## src/hw/mul_pkg.sv

```systemverilog
`default_nettype none

package mul_pkg;

    // operand and result width
    localparam int xlen = 32;

    // 32x32 product plus guard bits for the booth recoding
    localparam int pp_width = 68;

    // radix-4 groups over a 35-bit multiplier
    localparam int pp_count = 17;

    typedef logic [xlen-1:0] word_t;
    typedef logic [pp_width-1:0] pp_t;

    // low two bits of the RISC-V M-extension funct3
    typedef enum logic [1:0] {
        op_mul    = 2'b00,  // low word
        op_mulh   = 2'b01,  // high word, signed x signed
        op_mulhsu = 2'b10,  // high word, signed x unsigned
        op_mulhu  = 2'b11   // high word, unsigned x unsigned
    } mul_op_t;

    typedef enum logic [1:0] {
        st_idle = 2'b00,
        st_run  = 2'b01,
        st_done = 2'b10
    } ctrl_state_t;

endpackage

`default_nettype wire

```

## src/hw/csa_column.sv

```systemverilog
`timescale 1ns/1ps
`default_nettype none

module csa_column (
    input  wire logic [16:0] bits,
    input  wire logic [13:0] cin,
    output logic [13:0]      cout_group,
    output logic             cout,
    output logic             sum
);

    // full adder, returns {carry, sum}
    function automatic logic [1:0] fa(input logic x, input logic y, input logic z);
        fa = {(x & y) | (x & z) | (y & z), x ^ y ^ z};
    endfunction

    logic [13:0] c;      // carries into the next column
    logic [4:0]  s1;
    logic [3:0]  s2;
    logic [1:0]  s3;
    logic [1:0]  s4;
    logic        s5;

    // first level works on the column bits alone
    assign {c[0], s1[0]} = fa(bits[2],  bits[3],  bits[4]);
    assign {c[1], s1[1]} = fa(bits[5],  bits[6],  bits[7]);
    assign {c[2], s1[2]} = fa(bits[8],  bits[9],  bits[10]);
    assign {c[3], s1[3]} = fa(bits[11], bits[12], bits[13]);
    assign {c[4], s1[4]} = fa(bits[14], bits[15], bits[16]);

    // early carries from the lower column join here
    assign {c[5], s2[0]} = fa(s1[0],   s1[1],   s1[2]);
    assign {c[6], s2[1]} = fa(s1[3],   s1[4],   bits[0]);
    assign {c[7], s2[2]} = fa(bits[1], cin[0],  cin[1]);
    assign {c[8], s2[3]} = fa(cin[2],  cin[3],  cin[4]);

    assign {c[9],  s3[0]} = fa(s2[0], s2[1], s2[2]);
    assign {c[10], s3[1]} = fa(s2[3], cin[5], cin[6]);  // cin[8:7] wait a level

    assign {c[11], s4[0]} = fa(s3[0],  s3[1],  cin[7]);
    assign {c[12], s4[1]} = fa(cin[8], cin[9], cin[10]);

    assign {c[13], s5} = fa(s4[0], s4[1], cin[11]);

    // last cell, its carry leaves as cout
    assign {cout, sum} = fa(s5, cin[12], cin[13]);

    assign cout_group = c;

endmodule

`default_nettype wire

```

## src/hw/booth_pp_gen.sv

```systemverilog
`timescale 1ns/1ps
`default_nettype none

module booth_pp_gen (
    input  wire                   clk,
    input  wire                   rst_n,
    input  wire logic             load,
    input  wire mul_pkg::word_t   op_a,
    input  wire mul_pkg::word_t   op_b,
    input  wire mul_pkg::mul_op_t op,
    output mul_pkg::mul_op_t      op_q,
    output mul_pkg::pp_t          pp [mul_pkg::pp_count]
);

    mul_pkg::word_t            a_q;
    mul_pkg::word_t            b_q;
    logic                      a_signed;
    logic                      b_signed;
    mul_pkg::pp_t              a_ext;   // multiplicand at full product width
    logic [mul_pkg::xlen+2:0]  b_ext;   // zero below bit 0, two extension bits on top

    always_ff @(posedge clk or negedge rst_n) begin
        if (!rst_n) begin
            a_q  <= '0;
            b_q  <= '0;
            op_q <= mul_pkg::op_mul;
        end else if (load) begin
            a_q  <= op_a;
            b_q  <= op_b;
            op_q <= op;
        end
    end

    // a is signed for mulh and mulhsu, b for mulh only
    assign a_signed = (op_q == mul_pkg::op_mulh) || (op_q == mul_pkg::op_mulhsu);
    assign b_signed = (op_q == mul_pkg::op_mulh);

    assign a_ext = {{(mul_pkg::pp_width - mul_pkg::xlen){a_signed & a_q[mul_pkg::xlen-1]}},
                    a_q};
    assign b_ext = {{2{b_signed & b_q[mul_pkg::xlen-1]}}, b_q, 1'b0};

    for (genvar i = 0; i < mul_pkg::pp_count; i++) begin : g_pp
        logic [2:0]   grp;   // overlapping triplet of the multiplier
        mul_pkg::pp_t mag;   // digit magnitude times multiplicand

        assign grp = b_ext[2*i+2:2*i];

        always_comb begin
            case (grp)
                3'b001, 3'b010, 3'b101, 3'b110: mag = a_ext;
                3'b011, 3'b100:                 mag = a_ext << 1;
                default:                        mag = '0;
            endcase
        end

        // top bit set means a negative digit
        assign pp[i] = (grp[2] ? (~mag + 1'b1) : mag) << (2 * i);
    end

    a_op_known: assert property (@(posedge clk) disable iff (!rst_n) !$isunknown(op_q));

endmodule

`default_nettype wire

```

## src/hw/wallace_tree.sv

```systemverilog
`timescale 1ns/1ps
`default_nettype none

module wallace_tree (
    input  wire                 clk,
    input  wire                 rst_n,
    input  wire mul_pkg::pp_t   pp [mul_pkg::pp_count],
    output mul_pkg::pp_t        sum_q,
    output mul_pkg::pp_t        carry_q
);

    // carries handed from one column to the next, the last cell's excluded
    localparam int carry_w = mul_pkg::pp_count - 3;

    logic [mul_pkg::pp_count-1:0] col_bits [mul_pkg::pp_width];
    logic [carry_w-1:0]           col_carry [mul_pkg::pp_width + 1];
    mul_pkg::pp_t                 col_sum;
    mul_pkg::pp_t                 col_cout;   // bit j has weight j+1

    assign col_carry[0] = '0;  // nothing below bit 0

    for (genvar j = 0; j < mul_pkg::pp_width; j++) begin : g_col
        // gather bit j of every partial product
        for (genvar k = 0; k < mul_pkg::pp_count; k++) begin : g_bit
            assign col_bits[j][k] = pp[k][j];
        end

        csa_column csa_column_i (
            .bits       (col_bits[j]),
            .cin        (col_carry[j]),
            .cout_group (col_carry[j+1]),
            .cout       (col_cout[j]),
            .sum        (col_sum[j])
        );
    end

    // col_carry[pp_width] falls off the top, product is taken mod 2^68

    always_ff @(posedge clk or negedge rst_n) begin
        if (!rst_n) begin
            sum_q   <= '0;
            carry_q <= '0;
        end else begin
            sum_q   <= col_sum;
            carry_q <= col_cout;
        end
    end

endmodule

`default_nettype wire

```

## src/hw/mul_final_add.sv

```systemverilog
`timescale 1ns/1ps
`default_nettype none

module mul_final_add (
    input  wire                   clk,
    input  wire                   rst_n,
    input  wire logic             capture,
    input  wire mul_pkg::pp_t     sum_q,
    input  wire mul_pkg::pp_t     carry_q,
    input  wire mul_pkg::mul_op_t op_q,
    output mul_pkg::word_t        result
);

    mul_pkg::pp_t   full;  // only the low 64 bits are meaningful
    mul_pkg::word_t sel_word;

    // carry vector sits one weight above the sum vector
    assign full = sum_q + (carry_q << 1);

    always_comb begin
        if (op_q == mul_pkg::op_mul) begin
            sel_word = full[mul_pkg::xlen-1:0];
        end else begin
            sel_word = full[2*mul_pkg::xlen-1:mul_pkg::xlen];  // high word
        end
    end

    // held between captures
    always_ff @(posedge clk or negedge rst_n) begin
        if (!rst_n) begin
            result <= '0;
        end else if (capture) begin
            result <= sel_word;
        end
    end

endmodule

`default_nettype wire

```

## src/hw/mul_timer.sv

```systemverilog
`timescale 1ns/1ps
`default_nettype none

module mul_timer #(
    parameter int timer_width = 2,
    parameter int latency     = 3
) (
    input  wire       clk,
    input  wire       rst_n,
    input  wire logic load,
    output logic      expired
);

    logic [timer_width-1:0] count;
    logic                   active;

    always_ff @(posedge clk or negedge rst_n) begin
        if (!rst_n) begin
            count  <= '0;
            active <= 1'b0;
        end else if (load) begin
            count  <= timer_width'(latency - 2);  // expired lands latency-1 after load
            active <= 1'b1;
        end else if (active) begin
            if (count == '0) begin
                active <= 1'b0;
            end else begin
                count <= count - 1'b1;
            end
        end
    end

    assign expired = active && (count == '0);

    // controller only loads from idle, so a running count is never cut short
    a_no_reload: assert property (@(posedge clk) disable iff (!rst_n) load |-> !active);

endmodule

`default_nettype wire

```

## src/hw/mul_ctrl.sv

```systemverilog
`timescale 1ns/1ps
`default_nettype none

module mul_ctrl (
    input  wire       clk,
    input  wire       rst_n,
    input  wire logic start,
    input  wire logic expired,
    output logic      accept,
    output logic      capture,
    output logic      busy,
    output logic      done
);

    mul_pkg::ctrl_state_t state;
    mul_pkg::ctrl_state_t state_nxt;

    always_comb begin
        state_nxt = state;
        case (state)
            mul_pkg::st_idle: if (start) state_nxt = mul_pkg::st_run;
            mul_pkg::st_run:  if (expired) state_nxt = mul_pkg::st_done;
            mul_pkg::st_done: state_nxt = mul_pkg::st_idle;
            default:          state_nxt = mul_pkg::st_idle;
        endcase
    end

    always_ff @(posedge clk or negedge rst_n) begin
        if (!rst_n) begin
            state <= mul_pkg::st_idle;
        end else begin
            state <= state_nxt;
        end
    end

    assign accept  = start && (state == mul_pkg::st_idle);  // start while busy is dropped
    assign capture = expired && (state == mul_pkg::st_run);
    assign busy    = (state != mul_pkg::st_idle);
    assign done    = (state == mul_pkg::st_done);   // same cycle the result appears

    a_done_pulse: assert property (@(posedge clk) disable iff (!rst_n) done |=> !done);

    a_done_after_run: assert property (
        @(posedge clk) disable iff (!rst_n) done |-> $past(state) == mul_pkg::st_run
    );

endmodule

`default_nettype wire

```

## src/hw/mul_unit_top.sv

```systemverilog
`timescale 1ns/1ps
`default_nettype none

module mul_unit_top #(
    parameter int timer_width = 2,
    parameter int latency     = 3   // register stages from start to done
) (
    input  wire                   clk,
    input  wire                   rst_n,
    input  wire logic             start,
    input  wire mul_pkg::word_t   op_a,
    input  wire mul_pkg::word_t   op_b,
    input  wire mul_pkg::mul_op_t op,
    output logic                  busy,
    output logic                  done,
    output mul_pkg::word_t        result
);

    logic             accept;
    logic             capture;
    logic             expired;
    mul_pkg::mul_op_t op_q;
    mul_pkg::pp_t     pp [mul_pkg::pp_count];
    mul_pkg::pp_t     sum_q;
    mul_pkg::pp_t     carry_q;

    mul_ctrl mul_ctrl_i (
        .clk     (clk),
        .rst_n   (rst_n),
        .start   (start),
        .expired (expired),
        .accept  (accept),
        .capture (capture),
        .busy    (busy),
        .done    (done)
    );

    mul_timer #(
        .timer_width (timer_width),
        .latency     (latency)
    ) mul_timer_i (
        .clk     (clk),
        .rst_n   (rst_n),
        .load    (accept),
        .expired (expired)
    );

    booth_pp_gen booth_pp_gen_i (
        .clk   (clk),
        .rst_n (rst_n),
        .load  (accept),
        .op_a  (op_a),
        .op_b  (op_b),
        .op    (op),
        .op_q  (op_q),
        .pp    (pp)
    );

    wallace_tree wallace_tree_i (
        .clk     (clk),
        .rst_n   (rst_n),
        .pp      (pp),
        .sum_q   (sum_q),
        .carry_q (carry_q)
    );

    mul_final_add mul_final_add_i (
        .clk     (clk),
        .rst_n   (rst_n),
        .capture (capture),
        .sum_q   (sum_q),
        .carry_q (carry_q),
        .op_q    (op_q),
        .result  (result)
    );

endmodule

`default_nettype wire

```

## config.mk

```make
export PLATFORM = sky130hd
export DESIGN_NAME = mul_unit_top
export DESIGN_NICKNAME = d
export VERILOG_FILES = /design/src/hw/mul_pkg.sv /design/src/hw/csa_column.sv /design/src/hw/booth_pp_gen.sv /design/src/hw/wallace_tree.sv /design/src/hw/mul_final_add.sv /design/src/hw/mul_timer.sv /design/src/hw/mul_ctrl.sv /design/src/hw/mul_unit_top.sv
export SDC_FILE = /design/constraint.sdc
export NUM_CORES = 2
export LEC_CHECK = 0
export ABC_AREA = 1
export BUFFER_PORTS_ARGS = -buffer_cell sky130_fd_sc_hd__buf_2
export CELL_PAD_IN_SITES_DETAIL_PLACEMENT = 0
export CELL_PAD_IN_SITES_GLOBAL_PLACEMENT = 2
export CORE_AREA = 3 3 346 348
export DETAILED_ROUTE_END_ITERATION = 12
export DIE_AREA = 0 0 349 351
export PLACE_DENSITY_LB_ADDON = 0.1
export SLEW_MARGIN = 25
export SYNTH_ARGS = -nofsm -noshare
export SYNTH_HDL_FRONTEND = slang
export SYNTH_SLANG_ARGS = --single-unit
```

## constraint.sdc

```tcl
create_clock -name clk -period 13.9 [get_ports clk]
set_clock_uncertainty 0.05 [all_clocks]
set_input_delay 2.78 -clock clk [delete_from_list [all_inputs] [get_ports clk]]
set_output_delay 2.78 -clock clk [all_outputs]
set_load 0.05 [all_outputs]
```

# == Yosys cells after proc, flatten, opt, wreduce, memory -nomap -nowiden ==
# Index checks and enable logic that the tools add are counted.
# word_totals
elab_cells,5056
out_inout_bits,34
input_bits,69
ff_bits,226
# op_classes
muxes,44
n_addsub,19
n_bitwise,4834
reduce_logical,44
n_eq_ne,106
# op_table
op,n
$and A1 B1 Y1,2063
$xor A1 B1 Y1,1428
$or A1 B1 Y1,1326
$eq A3 B3 Y1 const B,48
$pmux W68 S2,1
$pmux W66 S2,1
$pmux W64 S2,1
$pmux W62 S2,1
$pmux W60 S2,1
$pmux W58 S2,1
$pmux W56 S2,1
$pmux W54 S2,1
$pmux W52 S2,1
$pmux W50 S2,1
$eq A3 B2 Y1 const B,32
$pmux W48 S2,1
$pmux W46 S2,1
$pmux W44 S2,1
$pmux W42 S2,1
$pmux W40 S2,1
$pmux W38 S2,1
$pmux W36 S2,1
$add A68 B1 Y68 const B,1
$mux W68,1
67 further kinds,131

# == Longest topological paths before layout ==
# depth
depth_word,23
mapped_depth,40
mapped_depth_nobuf,39

# == Hierarchy ==
# A second synthesis with hierarchy kept.
# hier_totals
hier_cells,11077
hier_area_um2,70859.2
# by_module_without_submodules
mod,cells_each,instances,area_each_um2
csa_column,55,68,450.4
booth_pp_gen,5684,1,29179.2
mul_final_add,1480,1,7382.1
wallace_tree,137,1,3407.0
mul_timer,22,1,162.7
mul_ctrl,14,1,98.8

# == Least setup slack after synthesis ==
# No wires, ideal clock.
# synth_path
path_kind,flip-flop to flip-flop
startpoint,register booth_pp_gen_i.b_q[5]
endpoint,register wallace_tree_i.sum_q[40]
setup_ps,135
slack_ps,7489
path_stages_with_launch,28
arrival_time_ps,6225
synth_period_minus_slack_ps,6411
path_cell_list,dfrtp_1 > inv_2 > clkbuf_1 > ha_1 > inv_1 > o22ai_1 > inv_1 > ha_1 > inv_1 > nor3_2 > nand3_1 > nor3_2 > nand2_1 > nor3_2 > nand2_1 > nor3_2 > nand3b_1 > nor2_2 > nand2_2 > buf_6 > o21bai_1 > fa_1 > fa_1 > fa_1 > inv_1 > fa_1 > fa_1 > fa_1
# synth_via
elab_chain_cells,20
elab_cells_between_ends,150
cone_classes,2 x add/sub; 12 x eq/ne; 4 x mux; 128 x bitwise; 4 x reduce/logical
# synth_lines
element,line,rtl
start: declaration,booth_pp_gen.sv:16,mul_pkg::word_t b_q;
start signal: assignment,booth_pp_gen.sv:29,b_q <= op_b;
$eq A3 B1 Y1 (tied with other cells),booth_pp_gen.sv:49,case (grp)
$reduce_or A4 Y1 / $reduce_or A2 Y1 (equally long branches),booth_pp_gen.sv:49,
$pmux W64 S2 / $pmux W62 S2 (equally long branches),booth_pp_gen.sv:49,
$not A64 Y64 / $not A62 Y62 (equally long branches),booth_pp_gen.sv:57,assign pp[i] = (grp[2] ? (~mag + 1'b1) : mag) << (2 * i);
$add A64 B1 Y64 / $add A62 B1 Y62 (equally long branches),booth_pp_gen.sv:57,
$mux W64 / $mux W62 (equally long branches),booth_pp_gen.sv:57,
$and A1 B1 Y1 / $xor A1 B1 Y1 (equally long branches),csa_column.sv:14,"fa = {(x & y) | (x & z) | (y & z), x ^ y ^ z};"
$or A1 B1 Y1 / $xor A1 B1 Y1 (equally long branches),csa_column.sv:14,
(+3 left out),--,
$and A1 B1 Y1 / $xor A1 B1 Y1 (equally long branches),csa_column.sv:14,
$or A1 B1 Y1 / $xor A1 B1 Y1 (equally long branches),csa_column.sv:14,
$or A1 B1 Y1 / $and A1 B1 Y1 (equally long branches),csa_column.sv:14,
$xor A1 B1 Y1 / $or A1 B1 Y1 (equally long branches) (2 in a row),csa_column.sv:14,
$xor A1 B1 Y1 / $and A1 B1 Y1 (equally long branches),csa_column.sv:14,
$xor A1 B1 Y1 / $or A1 B1 Y1 (equally long branches) (2 in a row),csa_column.sv:14,
$xor A1 B1 Y1 (*),csa_column.sv:14,
net wallace_tree_i.g_col[40].csa_column_i.sum,csa_column.sv:9,output logic sum
end signal: assignment,wallace_tree.sv:44,sum_q <= col_sum;
end: declaration,wallace_tree.sv:8,"output mul_pkg::pp_t sum_q,"
# Mark *: on every way through the listed nets, which the timed path passes. The rest lies on a longest branch.
# A chain may end at the register's enable or synchronous reset.

# == Worst setup path in the final report ==
# layout_path
startpoint,register booth_pp_gen_i.b_q[5]
endpoint,register wallace_tree_i.sum_q[62]
# layout_via
elab_chain_cells,20
elab_cells_between_ends,150
cone_classes,2 x add/sub; 12 x eq/ne; 4 x mux; 128 x bitwise; 4 x reduce/logical
# layout_lines
element,line
$eq A3 B1 Y1 (tied with other cells),booth_pp_gen.sv:49
$reduce_or A4 Y1 / $reduce_or A2 Y1 (equally long branches),booth_pp_gen.sv:49
$pmux W64 S2 / $pmux W62 S2 (equally long branches),booth_pp_gen.sv:49
$not A64 Y64 / $not A62 Y62 (equally long branches),booth_pp_gen.sv:57
$add A64 B1 Y64 / $add A62 B1 Y62 (equally long branches),booth_pp_gen.sv:57
$mux W64 / $mux W62 (equally long branches),booth_pp_gen.sv:57
$and A1 B1 Y1 / $xor A1 B1 Y1 (equally long branches),csa_column.sv:14
$or A1 B1 Y1 / $xor A1 B1 Y1 (equally long branches),csa_column.sv:14
(+3 left out),--
$and A1 B1 Y1 / $xor A1 B1 Y1 (equally long branches),csa_column.sv:14
$or A1 B1 Y1 / $xor A1 B1 Y1 (equally long branches),csa_column.sv:14
$or A1 B1 Y1 / $and A1 B1 Y1 (equally long branches),csa_column.sv:14
$xor A1 B1 Y1 / $or A1 B1 Y1 (equally long branches) (2 in a row),csa_column.sv:14
$xor A1 B1 Y1 / $and A1 B1 Y1 (equally long branches),csa_column.sv:14
$xor A1 B1 Y1 / $or A1 B1 Y1 (equally long branches) (2 in a row),csa_column.sv:14
$xor A1 B1 Y1 (*),csa_column.sv:14
net wallace_tree_i.g_col[62].csa_column_i.sum,csa_column.sv:9
# Marked as above.

==> flow_metrics.env <==
export IMPL_status="completed"
export IMPL_crit_type="register to register"
export IMPL_synth_cell_type_count=71
export IMPL_synth_edf_count=0
export IMPL_cts_tree="yes"
export IMPL_layout_setup_ws_ns=5.391
export IMPL_cap_violations=0
export IMPL_clkTransAtPathRegs_ns=0.07
export IMPL_fmax_ghz=0.1175
export IMPL_finalCritPeriodShare_pct=61.22
export IMPL_nets=7517
export IMPL_crit_slowest_cell="dfrtp_1"
export IMPL_drive_above_1_share_pct=8.186
export IMPL_yosysSeqAreaShare_pct=11.58
export IMPL_stdcell_count=8185
export IMPL_maxSlewViolCount=0
export IMPL_port_buffers=102
export IMPL_place_inst=8117
export IMPL_numCtsBuffers=37
export IMPL_crit_required_ns=14.33
export IMPL_min_from="mul_final_add_i.result[4]"
export IMPL_routedWlPerCell_microns=28.49
export IMPL_startpoint="booth_pp_gen_i.b_q[5]"
export IMPL_die_y_microns=351
export IMPL_rsz0062_at_grt="no"
export IMPL_grt_max_degree=68
export IMPL_rows=125
export IMPL_fin_tns_setup_ns=0
export IMPL_async_flop_share_pct=100.0
export IMPL_worst_pin_slew_ns=1.209
export IMPL_place_ws_ns=5.595
export IMPL_route_detailed_drc=0
export IMPL_max_stage_delay_ns=0.97
export IMPL_drtAntennaViolNets=0
export IMPL_cp_max_fo=32
export IMPL_post_cts_setup_buffer_count=0
export IMPL_h_tree_depth=2
export IMPL_cp_start_kind="register"
export IMPL_syn_nets=7581
export IMPL_period_needed_ns=8.509
export IMPL_grtUsageTotal_pct=37.73
export IMPL_cts_resized=0
export IMPL_areaGrowthSynthToFinish_pct=6.079
export IMPL_cts_hold_buf=0
export IMPL_hold_viol=0
export IMPL_wl_microns=233200
export IMPL_yosysWarningCount=0
export IMPL_clock_path_buffers=3
export IMPL_grt_pass1_vias=45630
export IMPL_synth_area_sq_mm=0.04884
export IMPL_ios=103
export IMPL_path_delay_family="adder cells"
export IMPL_yosys_most_used_dff="dfrtp_1"
export IMPL_gp_congestion=1.026
export IMPL_post_route_util_pct=44.46
export IMPL_hpwlAfterDp_microns=187900
export IMPL_end_kind="register"
export IMPL_setup_viol=0
export IMPL_grt_pass1_wl_microns=329800
export IMPL_viasPerCell=5.705
export IMPL_initial_utilization_pct=41.92
export IMPL_worst_path_buf_inv=8
export IMPL_clock_latency_ns=0.63
export IMPL_hold_class="register to register"
export IMPL_syn_inst=6696
export IMPL_fp_dieW_microns=349
export IMPL_dr_total_vias=46690
export IMPL_grt_antenna_before_repair=16
export IMPL_synth_seq_cells=226
export IMPL_firstDrtPassIters=6
export IMPL_die_area_sq_mm=0.1225
export IMPL_core_sq_mm=0.1165
export IMPL_drtIter0Drc=5787
export IMPL_avgSynthCellArea_sq_um=7.294
export IMPL_worstPathArrival_ns=8.94
export IMPL_rr_startpoint="booth_pp_gen_i.b_q[5]"
export IMPL_max_slew_margin_pct=19.41
export IMPL_grt_remaining_overflow=0
export IMPL_clock_sinks=226
export IMPL_cts_root_buf="clkbuf_16"
## cell type report
cell class | instances | area (sq um)
Inverter | 1171 | 4410
Tap cell | 1524 | 1907
Clock buffer | 44 | 1023
Sequential cell | 226 | 5657
Multi-Input combinational cell | 4980 | 37210
Antenna cell | 3 | 7.507
Fill cell | 12170 | 64710
Clock inverter | 21 | 216.5
Timing Repair Buffer | 216 | 1376
## state kept, by name (all words and copies together) (netlist names)
register / count
wallace_tree_i.sum_q: 64
wallace_tree_i.carry_q: 59
booth_pp_gen_i.a_q: 32
booth_pp_gen_i.b_q: 32
mul_final_add_i.result: 32
booth_pp_gen_i.op_q: 2
mul_ctrl_i.state: 2
mul_timer_i.count: 2
mul_timer_i.active: 1
## cell usage in the layout (no fill, tap or decap), types with 178 or more instances in the layout
master,count
fa_1,664
o22ai_1,190
nand3_1,178
inv_1,1121
nand2_1,1226
nor2_1,777
a21oi_1,283
o21ai_0,317
dfrtp_1,225
xnor2_1,183
xor2_1,343
## final timing paths
| check | endpoint | slack (ns) | cells after the start |
|---|---|---|---|
| worst min register to register | mul_final_add_i.result[4] | 0.42 | 2 |
| worst max-delay path | wallace_tree_i.sum_q[62] | 5.39 | 28 |
| worst max register to register | wallace_tree_i.sum_q[62] | 5.39 | 28 |
| worst min-delay path | mul_final_add_i.result[4] | 0.42 | 2 |
| min in group asynchronous | wallace_tree_i.carry_q[14] | 2.03 | 1 |
| max in group asynchronous | booth_pp_gen_i.b_q[30] | 9.68 | 3 |
## per-layer routing
layer | vias up | share of wire (%) | track usage [%] | routed length (microns)
met3 | 413 | 11 | 9.607 | 26440
met4 | 6 | 4.5 | 14.53 | 10540
met1 | 23040 | 43 | 52.77 | 99710
li1 | 20770 | - | - | -
met5 | - | 0.063 | 0.7064 | 146
met2 | 2466 | 41 | 55.86 | 96320
## worst register-to-register path, delay by kind of cell, from the launching register on
| kind | cells | cell delay [ns] |
|---|---|---|
| flip-flops | 1 | 0.97 |
| buffers and inverters | 8 | 1.12 |
| AND/OR/NAND/NOR | 10 | 2.05 |
| adder cells (fa/ha/maj) | 8 | 3.71 |
| AO/OA/AOI/OAI | 2 | 0.49 |
## Yosys cell counts, drive strengths merged (6+ instances only)
library cell  number  share of area, %
nand2           1281                10
inv             1158               8.9
nor2             832               6.8
fa               664                27
o21ai            451               4.8
xor2             345               6.2
a21oi            286               3.0
dfrtp            226                12
o22ai            195               2.6
nand3            188               2.0
xnor2            186               3.4
buf              179               2.2
ha               152               3.9
clkbuf           140               1.1
a31oi             72              0.92
nor3              68              0.93
nand4             49              0.76
o31ai             37              0.58
a22oi             30              0.58
nor4              28              0.43
or2               21              0.27
o211ai            16              0.31
o21bai            15              0.23
clkinv            13              0.10
a21o              10              0.15
mux2               9              0.21
nand3b             8              0.15
a21boi             6             0.092
o41ai              6              0.12
## cell families after synthesis
logic type / Yosys count / synth area share, %
buffers and inverters: 1490 / 12.28
adder cells (fa/ha/maj): 816 / 31.11
XOR/XNOR: 531 / 9.607
flip-flops: 226 / 11.58
AND/OR/NAND/NOR: 2489 / 21.71
multiplexers: 9 / 0.2075
AO/OA/AOI/OAI: 1135 / 13.51
## metrics by stage
step                hold WS [ns]  area, sq um
floorplan                 0.3844        48840
global placement          0.4080        50550
detailed placement        0.4115        50550
CTS                       0.4250        51790
global route              0.4543        51800
finish                    0.4232        51810
Power is not shown: default switching activity piles up to over one toggle a cycle in this logic, so the estimate is an artifact.
